--- src/common/hamming_settings.svh ---
`ifndef HAMMING_SETTINGS_SVH
`define HAMMING_SETTINGS_SVH

// Smallest parity count p with 2**p >= data + p + 1
`define GET_HAMMING_PARITY_WIDTH(dw) \
  (((dw) <= 1)  ? 2 : \
   ((dw) <= 4)  ? 3 : \
   ((dw) <= 11) ? 4 : \
   ((dw) <= 26) ? 5 : \
   ((dw) <= 57) ? 6 : 7)

// Full message length that a given parity count covers
`define GET_HAMMING_DATA_WIDTH(pw) ((1 << (pw)) - (pw) - 1)

// Word geometry
`define ECC_DATA_WIDTH      8
`define ECC_PARITY_WIDTH    `GET_HAMMING_PARITY_WIDTH(`ECC_DATA_WIDTH)
`define ECC_CODE_WIDTH      (`ECC_DATA_WIDTH + `ECC_PARITY_WIDTH)
`define ECC_DEPTH           16
`define ECC_ADDR_WIDTH      $clog2(`ECC_DEPTH)
`define ECC_POS_WIDTH       $clog2(`ECC_CODE_WIDTH + 1)

// Scrub pacing and repair counter size
`define ECC_SCRUB_INTERVAL  64
`define ECC_FIX_COUNT_WIDTH 16

`endif
--- src/common/ecc_pkg.sv ---
`include "hamming_settings.svh"

package ecc_pkg;

  // User data word as seen by the host
  typedef logic [`ECC_DATA_WIDTH-1:0] data_t;

  // Stored word, bit i holds Hamming position i+1
  typedef logic [`ECC_CODE_WIDTH-1:0] codeword_t;

  // Word address into the array
  typedef logic [`ECC_ADDR_WIDTH-1:0] addr_t;

  // 1-based position of the repaired bit
  // Zero when the word was clean
  typedef logic [`ECC_POS_WIDTH-1:0] err_pos_t;

  // Scrub sequencing states
  // IDLE   waiting for the timer, host served
  // READ   scrub read pending behind host traffic
  // CHECK  storage output holds the scrubbed word
  // WRITE  corrected word waiting for a free port cycle
  typedef enum logic [1:0] {
    IDLE,
    READ,
    CHECK,
    WRITE
  } scrub_state_t;

endpackage

--- src/design/ecc_memory_top.sv ---
`timescale 1ns/10ps

`include "hamming_settings.svh"

module ecc_memory_top import ecc_pkg::*; (
  input  logic                           clk,
  input  logic                           rst,
  input  logic                           wr_en,
  input  addr_t                          wr_addr,
  input  data_t                          wr_data,
  input  codeword_t                      inject_mask,
  input  logic                           rd_en,
  input  addr_t                          rd_addr,
  output logic                           rd_valid,
  output data_t                          rd_data,
  output logic                           rd_error,
  output err_pos_t                       rd_err_pos,
  output logic [`ECC_FIX_COUNT_WIDTH-1:0] scrub_fixes
);

  codeword_t host_code;
  codeword_t corrected_code;
  codeword_t mem_rdata;
  codeword_t mem_wdata;
  codeword_t mem_mask;
  logic      mem_en;
  logic      mem_we;
  addr_t     mem_addr;
  logic      sel_scrub_data;
  logic      scrub_due;
  logic      scrub_start;
  addr_t     scrub_addr;

  hamming_encoder #(
    .DATA_WIDTH ( `ECC_DATA_WIDTH )
  ) encoder (
    .data ( wr_data   ),
    .code ( host_code )
  );

  // Scrub write-back stores the repaired word with no fault mask
  assign mem_wdata = sel_scrub_data ? corrected_code : host_code;
  assign mem_mask  = sel_scrub_data ? '0 : inject_mask;

  ecc_storage storage (
    .clk         ( clk       ),
    .rst         ( rst       ),
    .en          ( mem_en    ),
    .we          ( mem_we    ),
    .addr        ( mem_addr  ),
    .wdata       ( mem_wdata ),
    .inject_mask ( mem_mask  ),
    .rdata       ( mem_rdata )
  );

  // Corrector output serves host reads and scrub checks alike
  hamming_corrector #(
    .DATA_WIDTH ( `ECC_DATA_WIDTH )
  ) corrector (
    .code                     ( mem_rdata      ),
    .error                    ( rd_error       ),
    .corrected_data           ( rd_data        ),
    .corrected_error_position ( rd_err_pos     ),
    .corrected_code           ( corrected_code )
  );

  scrub_timer timer (
    .clk         ( clk         ),
    .rst         ( rst         ),
    .scrub_start ( scrub_start ),
    .scrub_due   ( scrub_due   ),
    .scrub_addr  ( scrub_addr  )
  );

  scrub_fsm fsm (
    .clk            ( clk            ),
    .rst            ( rst            ),
    .wr_en          ( wr_en          ),
    .rd_en          ( rd_en          ),
    .wr_addr        ( wr_addr        ),
    .rd_addr        ( rd_addr        ),
    .scrub_addr     ( scrub_addr     ),
    .scrub_due      ( scrub_due      ),
    .corr_error     ( rd_error       ),
    .scrub_start    ( scrub_start    ),
    .mem_en         ( mem_en         ),
    .mem_we         ( mem_we         ),
    .mem_addr       ( mem_addr       ),
    .sel_scrub_data ( sel_scrub_data ),
    .rd_valid       ( rd_valid       ),
    .scrub_fixes    ( scrub_fixes    )
  );

endmodule

--- src/design/scrub_fsm.sv ---
`timescale 1ns/10ps

`include "hamming_settings.svh"

module scrub_fsm import ecc_pkg::*; (
  input  logic                           clk,
  input  logic                           rst,
  input  logic                           wr_en,
  input  logic                           rd_en,
  input  addr_t                          wr_addr,
  input  addr_t                          rd_addr,
  input  addr_t                          scrub_addr,
  input  logic                           scrub_due,
  input  logic                           corr_error,
  output logic                           scrub_start,
  output logic                           mem_en,
  output logic                           mem_we,
  output addr_t                          mem_addr,
  output logic                           sel_scrub_data,
  output logic                           rd_valid,
  output logic [`ECC_FIX_COUNT_WIDTH-1:0] scrub_fixes
);

  scrub_state_t state;
  scrub_state_t state_next;
  logic         host_rd;
  logic         hit_scrub;
  logic         fix_done;

  // A write in the same cycle drops the read
  assign host_rd   = rd_en && !wr_en;
  // Host write to the word being scrubbed makes the repair stale
  assign hit_scrub = wr_en && (wr_addr == scrub_addr);

  always_comb begin : next_state
    state_next     = state;
    mem_en         = wr_en || rd_en;
    mem_we         = wr_en;
    mem_addr       = wr_en ? wr_addr : rd_addr;
    sel_scrub_data = 1'b0;
    scrub_start    = 1'b0;
    fix_done       = 1'b0;
    case (state)
      IDLE, READ: begin
        // Scrub read only slips into a free port cycle
        if (scrub_due || (state == READ)) begin
          if (!wr_en && !rd_en) begin
            mem_en     = 1'b1;
            mem_addr   = scrub_addr;
            state_next = CHECK;
          end else begin
            state_next = READ;
          end
        end
      end
      CHECK: begin
        if (hit_scrub || !corr_error) begin
          scrub_start = 1'b1;
          state_next  = IDLE;
        end else if (host_rd) begin
          // Host read replaces the storage output so the word is fetched again
          state_next = READ;
        end else begin
          state_next = WRITE;
        end
      end
      WRITE: begin
        if (hit_scrub) begin
          scrub_start = 1'b1;
          state_next  = IDLE;
        end else if (host_rd) begin
          state_next = READ;
        end else if (!wr_en) begin
          // Store the corrected codeword in a free cycle
          mem_en         = 1'b1;
          mem_we         = 1'b1;
          mem_addr       = scrub_addr;
          sel_scrub_data = 1'b1;
          fix_done       = 1'b1;
          scrub_start    = 1'b1;
          state_next     = IDLE;
        end
      end
      default: state_next = IDLE;
    endcase
  end

  always_ff @(posedge clk) begin
    if (rst) begin
      state       <= IDLE;
      rd_valid    <= 1'b0;
      scrub_fixes <= '0;
    end else begin
      state    <= state_next;
      rd_valid <= host_rd;
      if (fix_done) begin
        scrub_fixes <= scrub_fixes + 1'b1;
      end
    end
  end

  // Write-back only stores a word that the corrector still flags
  assert property (@(posedge clk) disable iff (rst)
    sel_scrub_data |-> corr_error);

  // Write-back uses the checked word, so no read sits right before it
  assert property (@(posedge clk) disable iff (rst)
    sel_scrub_data |-> !$past(mem_en && !mem_we));

endmodule

--- src/design/scrub_timer.sv ---
`timescale 1ns/10ps

`include "hamming_settings.svh"

module scrub_timer import ecc_pkg::*; (
  input  logic  clk,
  input  logic  rst,
  input  logic  scrub_start,
  output logic  scrub_due,
  output addr_t scrub_addr
);

  localparam int CNT_WIDTH = $clog2(`ECC_SCRUB_INTERVAL + 1);

  logic [CNT_WIDTH-1:0] count;

  always_ff @(posedge clk) begin
    if (rst) begin
      count      <= '0;
      scrub_due  <= 1'b0;
      scrub_addr <= '0;
    end else if (scrub_start) begin
      // Step done, restart the wait and move to the next word
      count     <= '0;
      scrub_due <= 1'b0;
      if (scrub_addr == addr_t'(`ECC_DEPTH - 1)) begin
        scrub_addr <= '0;
      end else begin
        scrub_addr <= scrub_addr + 1'b1;
      end
    end else if (count == CNT_WIDTH'(`ECC_SCRUB_INTERVAL - 1)) begin
      // Interval elapsed, hold the request until it is taken
      scrub_due <= 1'b1;
    end else begin
      count <= count + 1'b1;
    end
  end

endmodule

--- src/design/ecc_storage.sv ---
`timescale 1ns/10ps

`include "hamming_settings.svh"

module ecc_storage import ecc_pkg::*; (
  input  logic      clk,
  input  logic      rst,
  input  logic      en,
  input  logic      we,
  input  addr_t     addr,
  input  codeword_t wdata,
  input  codeword_t inject_mask,
  output codeword_t rdata
);

  // Codeword array, one entry per address
  codeword_t mem [`ECC_DEPTH];

  always_ff @(posedge clk) begin
    if (rst) begin
      // Clear every entry; zero is a valid codeword
      for (int i = 0; i < `ECC_DEPTH; i++) begin
        mem[i] <= '0;
      end
    end else if (en && we) begin
      // Mask bits flip the stored codeword on purpose
      mem[addr] <= wdata ^ inject_mask;
    end
  end

  // Registered read port, updated only by read accesses
  always_ff @(posedge clk) begin
    if (rst) begin
      rdata <= '0;
    end else if (en && !we) begin
      rdata <= mem[addr];
    end
  end

endmodule

--- src/hamming/hamming_corrector.sv ---
`timescale 1ns/10ps

`include "hamming_settings.svh"

module hamming_corrector import ecc_pkg::*; #(
  parameter DATA_WIDTH = `ECC_DATA_WIDTH
) (
  input  codeword_t code,
  output logic      error,
  output data_t     corrected_data,
  output err_pos_t  corrected_error_position,
  output codeword_t corrected_code
);

  localparam int PARITY_WIDTH       = `GET_HAMMING_PARITY_WIDTH(DATA_WIDTH);
  localparam int BLOCK_WIDTH        = DATA_WIDTH + PARITY_WIDTH;
  localparam int PADDED_DATA_WIDTH  = `GET_HAMMING_DATA_WIDTH(PARITY_WIDTH);
  localparam int PADDED_BLOCK_WIDTH = PADDED_DATA_WIDTH + PARITY_WIDTH;

  logic [PADDED_BLOCK_WIDTH-1:0] block;
  logic [PADDED_BLOCK_WIDTH-1:0] corrected_block;
  logic [PADDED_DATA_WIDTH-1:0]  data_padded;
  logic [PARITY_WIDTH-1:0]       syndrome;
  logic                          in_range;

  // Zero-extend the stored word up to the full Hamming block
  always_comb begin : pad_block
    block = '0;
    block[BLOCK_WIDTH-1:0] = code;
  end

  // Syndrome is the XOR of the positions of all set bits
  always_comb begin : calc_syndrome
    syndrome = '0;
    for (int pos = 1; pos <= PADDED_BLOCK_WIDTH; pos++) begin
      if (block[pos-1]) begin
        syndrome = syndrome ^ PARITY_WIDTH'(pos);
      end
    end
  end

  assign error    = (syndrome != '0);
  // Positions past the codeword only come from multi-bit damage
  assign in_range = (int'(syndrome) <= BLOCK_WIDTH);

  always_comb begin : flip_bit
    corrected_block = block;
    if (error && in_range) begin
      corrected_block[int'(syndrome) - 1] = ~block[int'(syndrome) - 1];
    end
  end

  // Pull data back out of the non-parity positions, in order
  always_comb begin : extract_data
    int d;
    d = 0;
    data_padded = '0;
    for (int pos = 1; pos <= PADDED_BLOCK_WIDTH; pos++) begin
      if ((pos & (pos - 1)) != 0) begin
        data_padded[d] = corrected_block[pos-1];
        d = d + 1;
      end
    end
  end

  assign corrected_data           = data_padded[DATA_WIDTH-1:0];
  assign corrected_code           = corrected_block[BLOCK_WIDTH-1:0];
  assign corrected_error_position = in_range ? err_pos_t'(syndrome) : '0;

  // Only single flips reach the array, so the syndrome must point inside it
  always_comb begin : syndrome_range_check
    if (error) begin
      assert (int'(syndrome) <= `ECC_CODE_WIDTH)
        else $error("syndrome %0d points outside the codeword", syndrome);
    end
  end

endmodule

--- src/hamming/hamming_encoder.sv ---
`timescale 1ns/10ps

`include "hamming_settings.svh"

module hamming_encoder import ecc_pkg::*; #(
  parameter DATA_WIDTH = `ECC_DATA_WIDTH
) (
  input  data_t     data,
  output codeword_t code
);

  // Parity count and the padded message it implies
  localparam int PARITY_WIDTH       = `GET_HAMMING_PARITY_WIDTH(DATA_WIDTH);
  localparam int CODE_WIDTH         = DATA_WIDTH + PARITY_WIDTH;
  localparam int PADDED_DATA_WIDTH  = `GET_HAMMING_DATA_WIDTH(PARITY_WIDTH);
  localparam int PADDED_BLOCK_WIDTH = PADDED_DATA_WIDTH + PARITY_WIDTH;

  logic [PADDED_DATA_WIDTH-1:0]  data_padded;
  logic [PADDED_BLOCK_WIDTH-1:0] block;

  // Unused upper message bits are zero
  always_comb begin : pad_data
    data_padded = '0;
    data_padded[DATA_WIDTH-1:0] = data;
  end

  always_comb begin : build_block
    int d;
    d = 0;
    block = '0;
    // Data goes to every position that is not a power of two
    for (int pos = 1; pos <= PADDED_BLOCK_WIDTH; pos++) begin
      if ((pos & (pos - 1)) != 0) begin
        block[pos-1] = data_padded[d];
        d = d + 1;
      end
    end
    // Parity p covers every position with bit p set
    for (int p = 0; p < PARITY_WIDTH; p++) begin
      for (int pos = 1; pos <= PADDED_BLOCK_WIDTH; pos++) begin
        if ((((pos >> p) & 1) == 1) && (pos != (1 << p))) begin
          block[(1 << p) - 1] = block[(1 << p) - 1] ^ block[pos-1];
        end
      end
    end
  end

  // Padding positions sit above the codeword and are dropped
  assign code = block[CODE_WIDTH-1:0];

endmodule

--- config.mk ---
export PLATFORM = sky130hd
export DESIGN_NAME = ecc_memory_top
export DESIGN_NICKNAME = d
export VERILOG_FILES = /design/src/common/ecc_pkg.sv /design/src/design/ecc_memory_top.sv /design/src/design/scrub_fsm.sv /design/src/design/scrub_timer.sv /design/src/design/ecc_storage.sv /design/src/hamming/hamming_corrector.sv /design/src/hamming/hamming_encoder.sv
export VERILOG_INCLUDE_DIRS = /design/src /design/src/common
export SDC_FILE = /design/constraint.sdc
export NUM_CORES = 1
export LEC_CHECK = 0
export ABC_AREA = 1
export BUFFER_PORTS_ARGS = -buffer_cell sky130_fd_sc_hd__buf_4
export CORE_AREA = 2 2 192 194
export CTS_CLUSTER_SIZE = 24
export DETAILED_ROUTE_END_ITERATION = 10
export DIE_AREA = 0 0 194 196
export GPL_TIMING_DRIVEN = 0
export SLEW_MARGIN = 20
export SYNTH_ARGS = -nofsm -noshare
export SYNTH_HDL_FRONTEND = slang
export SYNTH_SLANG_ARGS = --single-unit
--- constraint.sdc ---
create_clock -name clk -period 4.5 [get_ports clk]
set_input_delay 0.225 -clock clk [delete_from_list [all_inputs] [get_ports clk]]
set_output_delay 0.225 -clock clk [all_outputs]
set_load 0.02 [all_outputs]
==> flow_summary.toml <==
[outcome]
status = "complete, no violations"

[route]
drc_errors = 0
antenna_left = 0
wl_per_cell_um = 17.3
dr.first_iter.drc_count = 796
drt_wl_total_um = 35500
vias = 10200
vias_per_cell = 4.94
firstDrtPassIters = 5

[worst_setup_path]
crit_path_cell_trace = "inv_2 > nand2_1 > nand2_1 > nand2_1 > nand2_1 > nand2_1 > nand3_2 > nand2_2 > buf_6 > inv_4 > ha_1 > inv_1 > nand3_1 > nand2_1 > nand3_2 > nand4_1 > nand2_1 > nand2_1 > nand2_1 > nand2_1 > buf_2 > nor2_1"
cp_slowest_cell = "dfxtp_1"
critPathKind = "reg2reg"
cp-start-kind = "flop"
cp_max_fo = 10
arrival_ns = 3.96
critPathCaptureType = "flop"
r2r_cells = 22
slowest_delay_ns = 0.48
worst_path_most_repeated_cell = "nand2_1"
worst_ep_required_time_ns = 4.77

[pwr]
p_leak_nw = 5.96
total_power_mw = 5.67
max-vdd-ir-drop_mv = 0.285
power.density_nw_per_um2 = 404

[global_route]
grt_max_degree = 14
grtUsageMet2 = 0.306
overflow = 0
grt_use_met3 = 0.0225
grt_pass1_vias = 9610
antenna_found_initial = 0
grt_util_all_layers = 0.184
grt_first_pass_wirelength_um = 54800
grt.busiest_layer = "met2"
grtUsageMet1 = 0.252

[yosys]
synth_seq_cells = 235
synth_area_leaders = "edfxtp_1, nand2_1, nor2_1"
ys_seq_area_frac = 0.546
synth_ff_type = "edfxtp_1"
synth_top_area_cell = "edfxtp_1"
async_flop_share = 0
syn-num-nets = 1518
ys_warn_count = 0
synth_edf_count = 192
yosysMostFrequentCell = "nand2_1"
synthCells = 1481
netlist-cell-type-count = 43
netlist_top_cells_count = "nand2_1, nor2_1, edfxtp_1"
synthesis.area_um2 = 12100
syn_area_per_cell_um2 = 8.19
yosysTopAreaCellShare = 0.475

[timing]
setup_viol = 0
clock-skew-final_ns = 0.0214
tns_ns = 0
fin_crit_ns = 3.69
slew_headroom = 0.394
rsz0062_at_grt = "no"
timing.final.crit_share = 0.820
slew_violations = 0
fmax_ghz = 0.271
hold_viol = 0
tightestPinTransition_ns = 0.908

[cts]
clk_latency_ns = 0.54
post_cts_resized = 0
cts.sink_count = 235
root_buffer = "clkbuf_16"
cts_tree = "built"
htreeDepth = 1
clk_pin_slew_ns = 0.06
cts_buffers = 26
cts_buffer_depth = 3

[die]
core-area_um2 = 36100
num_rows = 70
die_x_um = 194
die_h_um = 196
ios = 62
initial_core_util = 0.336
die-area_um2 = 38000

[min_path]
whs_path_depth = 2
worstHoldPathType = "in2reg"

[placed_design]
dp_hpwl_um = 25800
io_buffers = 59
gp_congestion = 0.936

[layout]
syn2layout_area_growth_pct = 15.6
fin_nets = 1606
drive_above_1_share = 0.128
final.fill_count = 3678
num_antenna_cells = 0

[job]
maxCapViolCount = 0
## repair_timing
item,in CTS,in global routing
setup buffers,0,0
hold buffers,1,0
endpoints found under the hold margin,1,0
## cell usage in the layout, fill, tap and decap left out, types with 2 or more instances in the layout
| cell type | instances |
|---|---|
| clkinv_1 | 5 |
| nand4_1 | 10 |
| ha_1 | 5 |
| nand3_2 | 3 |
| buf_6 | 3 |
| buf_1 | 4 |
| nand3_4 | 2 |
| o21ai_4 | 2 |
| a21o_1 | 4 |
| o21ai_1 | 6 |
| bufinv_16 | 2 |
| nand2_2 | 14 |
| o211ai_1 | 4 |
| xor2_1 | 10 |
| a31oi_1 | 3 |
| xnor2_1 | 21 |
| nor3_1 | 8 |
| buf_2 | 37 |
| o21a_1 | 2 |
| a21oi_1 | 44 |
| o21ai_0 | 58 |
| buf_4 | 67 |
| edfxtp_1 | 192 |
| inv_4 | 2 |
| dfxtp_1 | 43 |
| nor4_1 | 3 |
| clkbuf_16 | 28 |
| nor2_2 | 14 |
| clkbuf_1 | 23 |
| nor2_1 | 259 |
| inv_2 | 10 |
| clkinv_2 | 8 |
| nand2_1 | 509 |
| nand3_1 | 77 |
| nor3_2 | 4 |
| inv_1 | 89 |
## per-layer routing
layer  wire length [um]  vias to the layer above
met4               1010                        0
met1              15600                     4777
met5                  0                        -
met2              16600                      367
met3               2330                       59
li1                   -                     4951
## worst max-delay path, delay by kind of cell, from the launching register on
kind / cells / cell delay (ns)
adders and majority gates: 1 / 0.34
buffers and inverters: 5 / 0.82
DFF: 1 / 0.48
and+or+nand+nor: 16 / 1.78
## stage by stage
stage                     utilization  cells  hold slack [ns]  cell area [um2]  worst slack (ns)
after floorplan                     -   1481            0.390            12100              1.73
after global placement          0.365   2008            0.432            13200             0.940
after detailed placement        0.365   2008            0.432            13200             0.865
after CTS                       0.389   2057           0.0735            14000             0.854
after global routing            0.389   2057            0.108            14000             0.541
final                           0.389   2057           0.0938            14000             0.811
## cells by family (layout without fill, tap and decap cells)
group           after synthesis  after routing  share of synthesized area
fa+ha+maj                     5              5                    0.00516
compound gates              128            128                     0.0584
flops                       235            235                      0.546
buf+inv                     174            282                     0.0622
simple gates                908            908                      0.306
xor+xnor                     31             31                     0.0224
## flip-flops by register name, summed over array words and instances, names as in the netlist
register	cells
timer.scrub_due	1
storage.rdata	12
timer.scrub_addr	4
fsm.rd_valid	1
timer.count	7
fsm.scrub_fixes	16
storage.mem	192
fsm.state	2
## power breakdown
| group | internal [mW] | switching [mW] | leakage, nW |
|---|---|---|---|
| registers | 2.44 | 0.0392 | 2.34 |
| logic | 0.309 | 0.747 | 3.20 |
| clock network | 1.26 | 0.880 | 0.429 |
| total | 4.00 | 1.67 | 5.96 |
## path summary, 6_finish.rpt
path	from	endpoint	slack, ns
worst max-delay path	storage.rdata[8]	storage.mem[0][0]	0.81
worst max register to register	storage.rdata[8]	storage.mem[0][0]	0.81
worst min-delay path	rst	fsm.rd_valid	0.09
worst min register to register	timer.count[6]	timer.count[6]	0.44
## cell type report
class	count	area, um2	area share
buffer	73	373	0.0266
clock buffer	31	722	0.0514
clock inverter	17	138	0.00981
inverter	101	382	0.0272
multi-input combinational	1072	4750	0.339
sequential	235	6630	0.472
tap	468	586	0.0417
timing repair buffer	60	453	0.0323
Note: power is estimated with default switching activity, not from simulation.
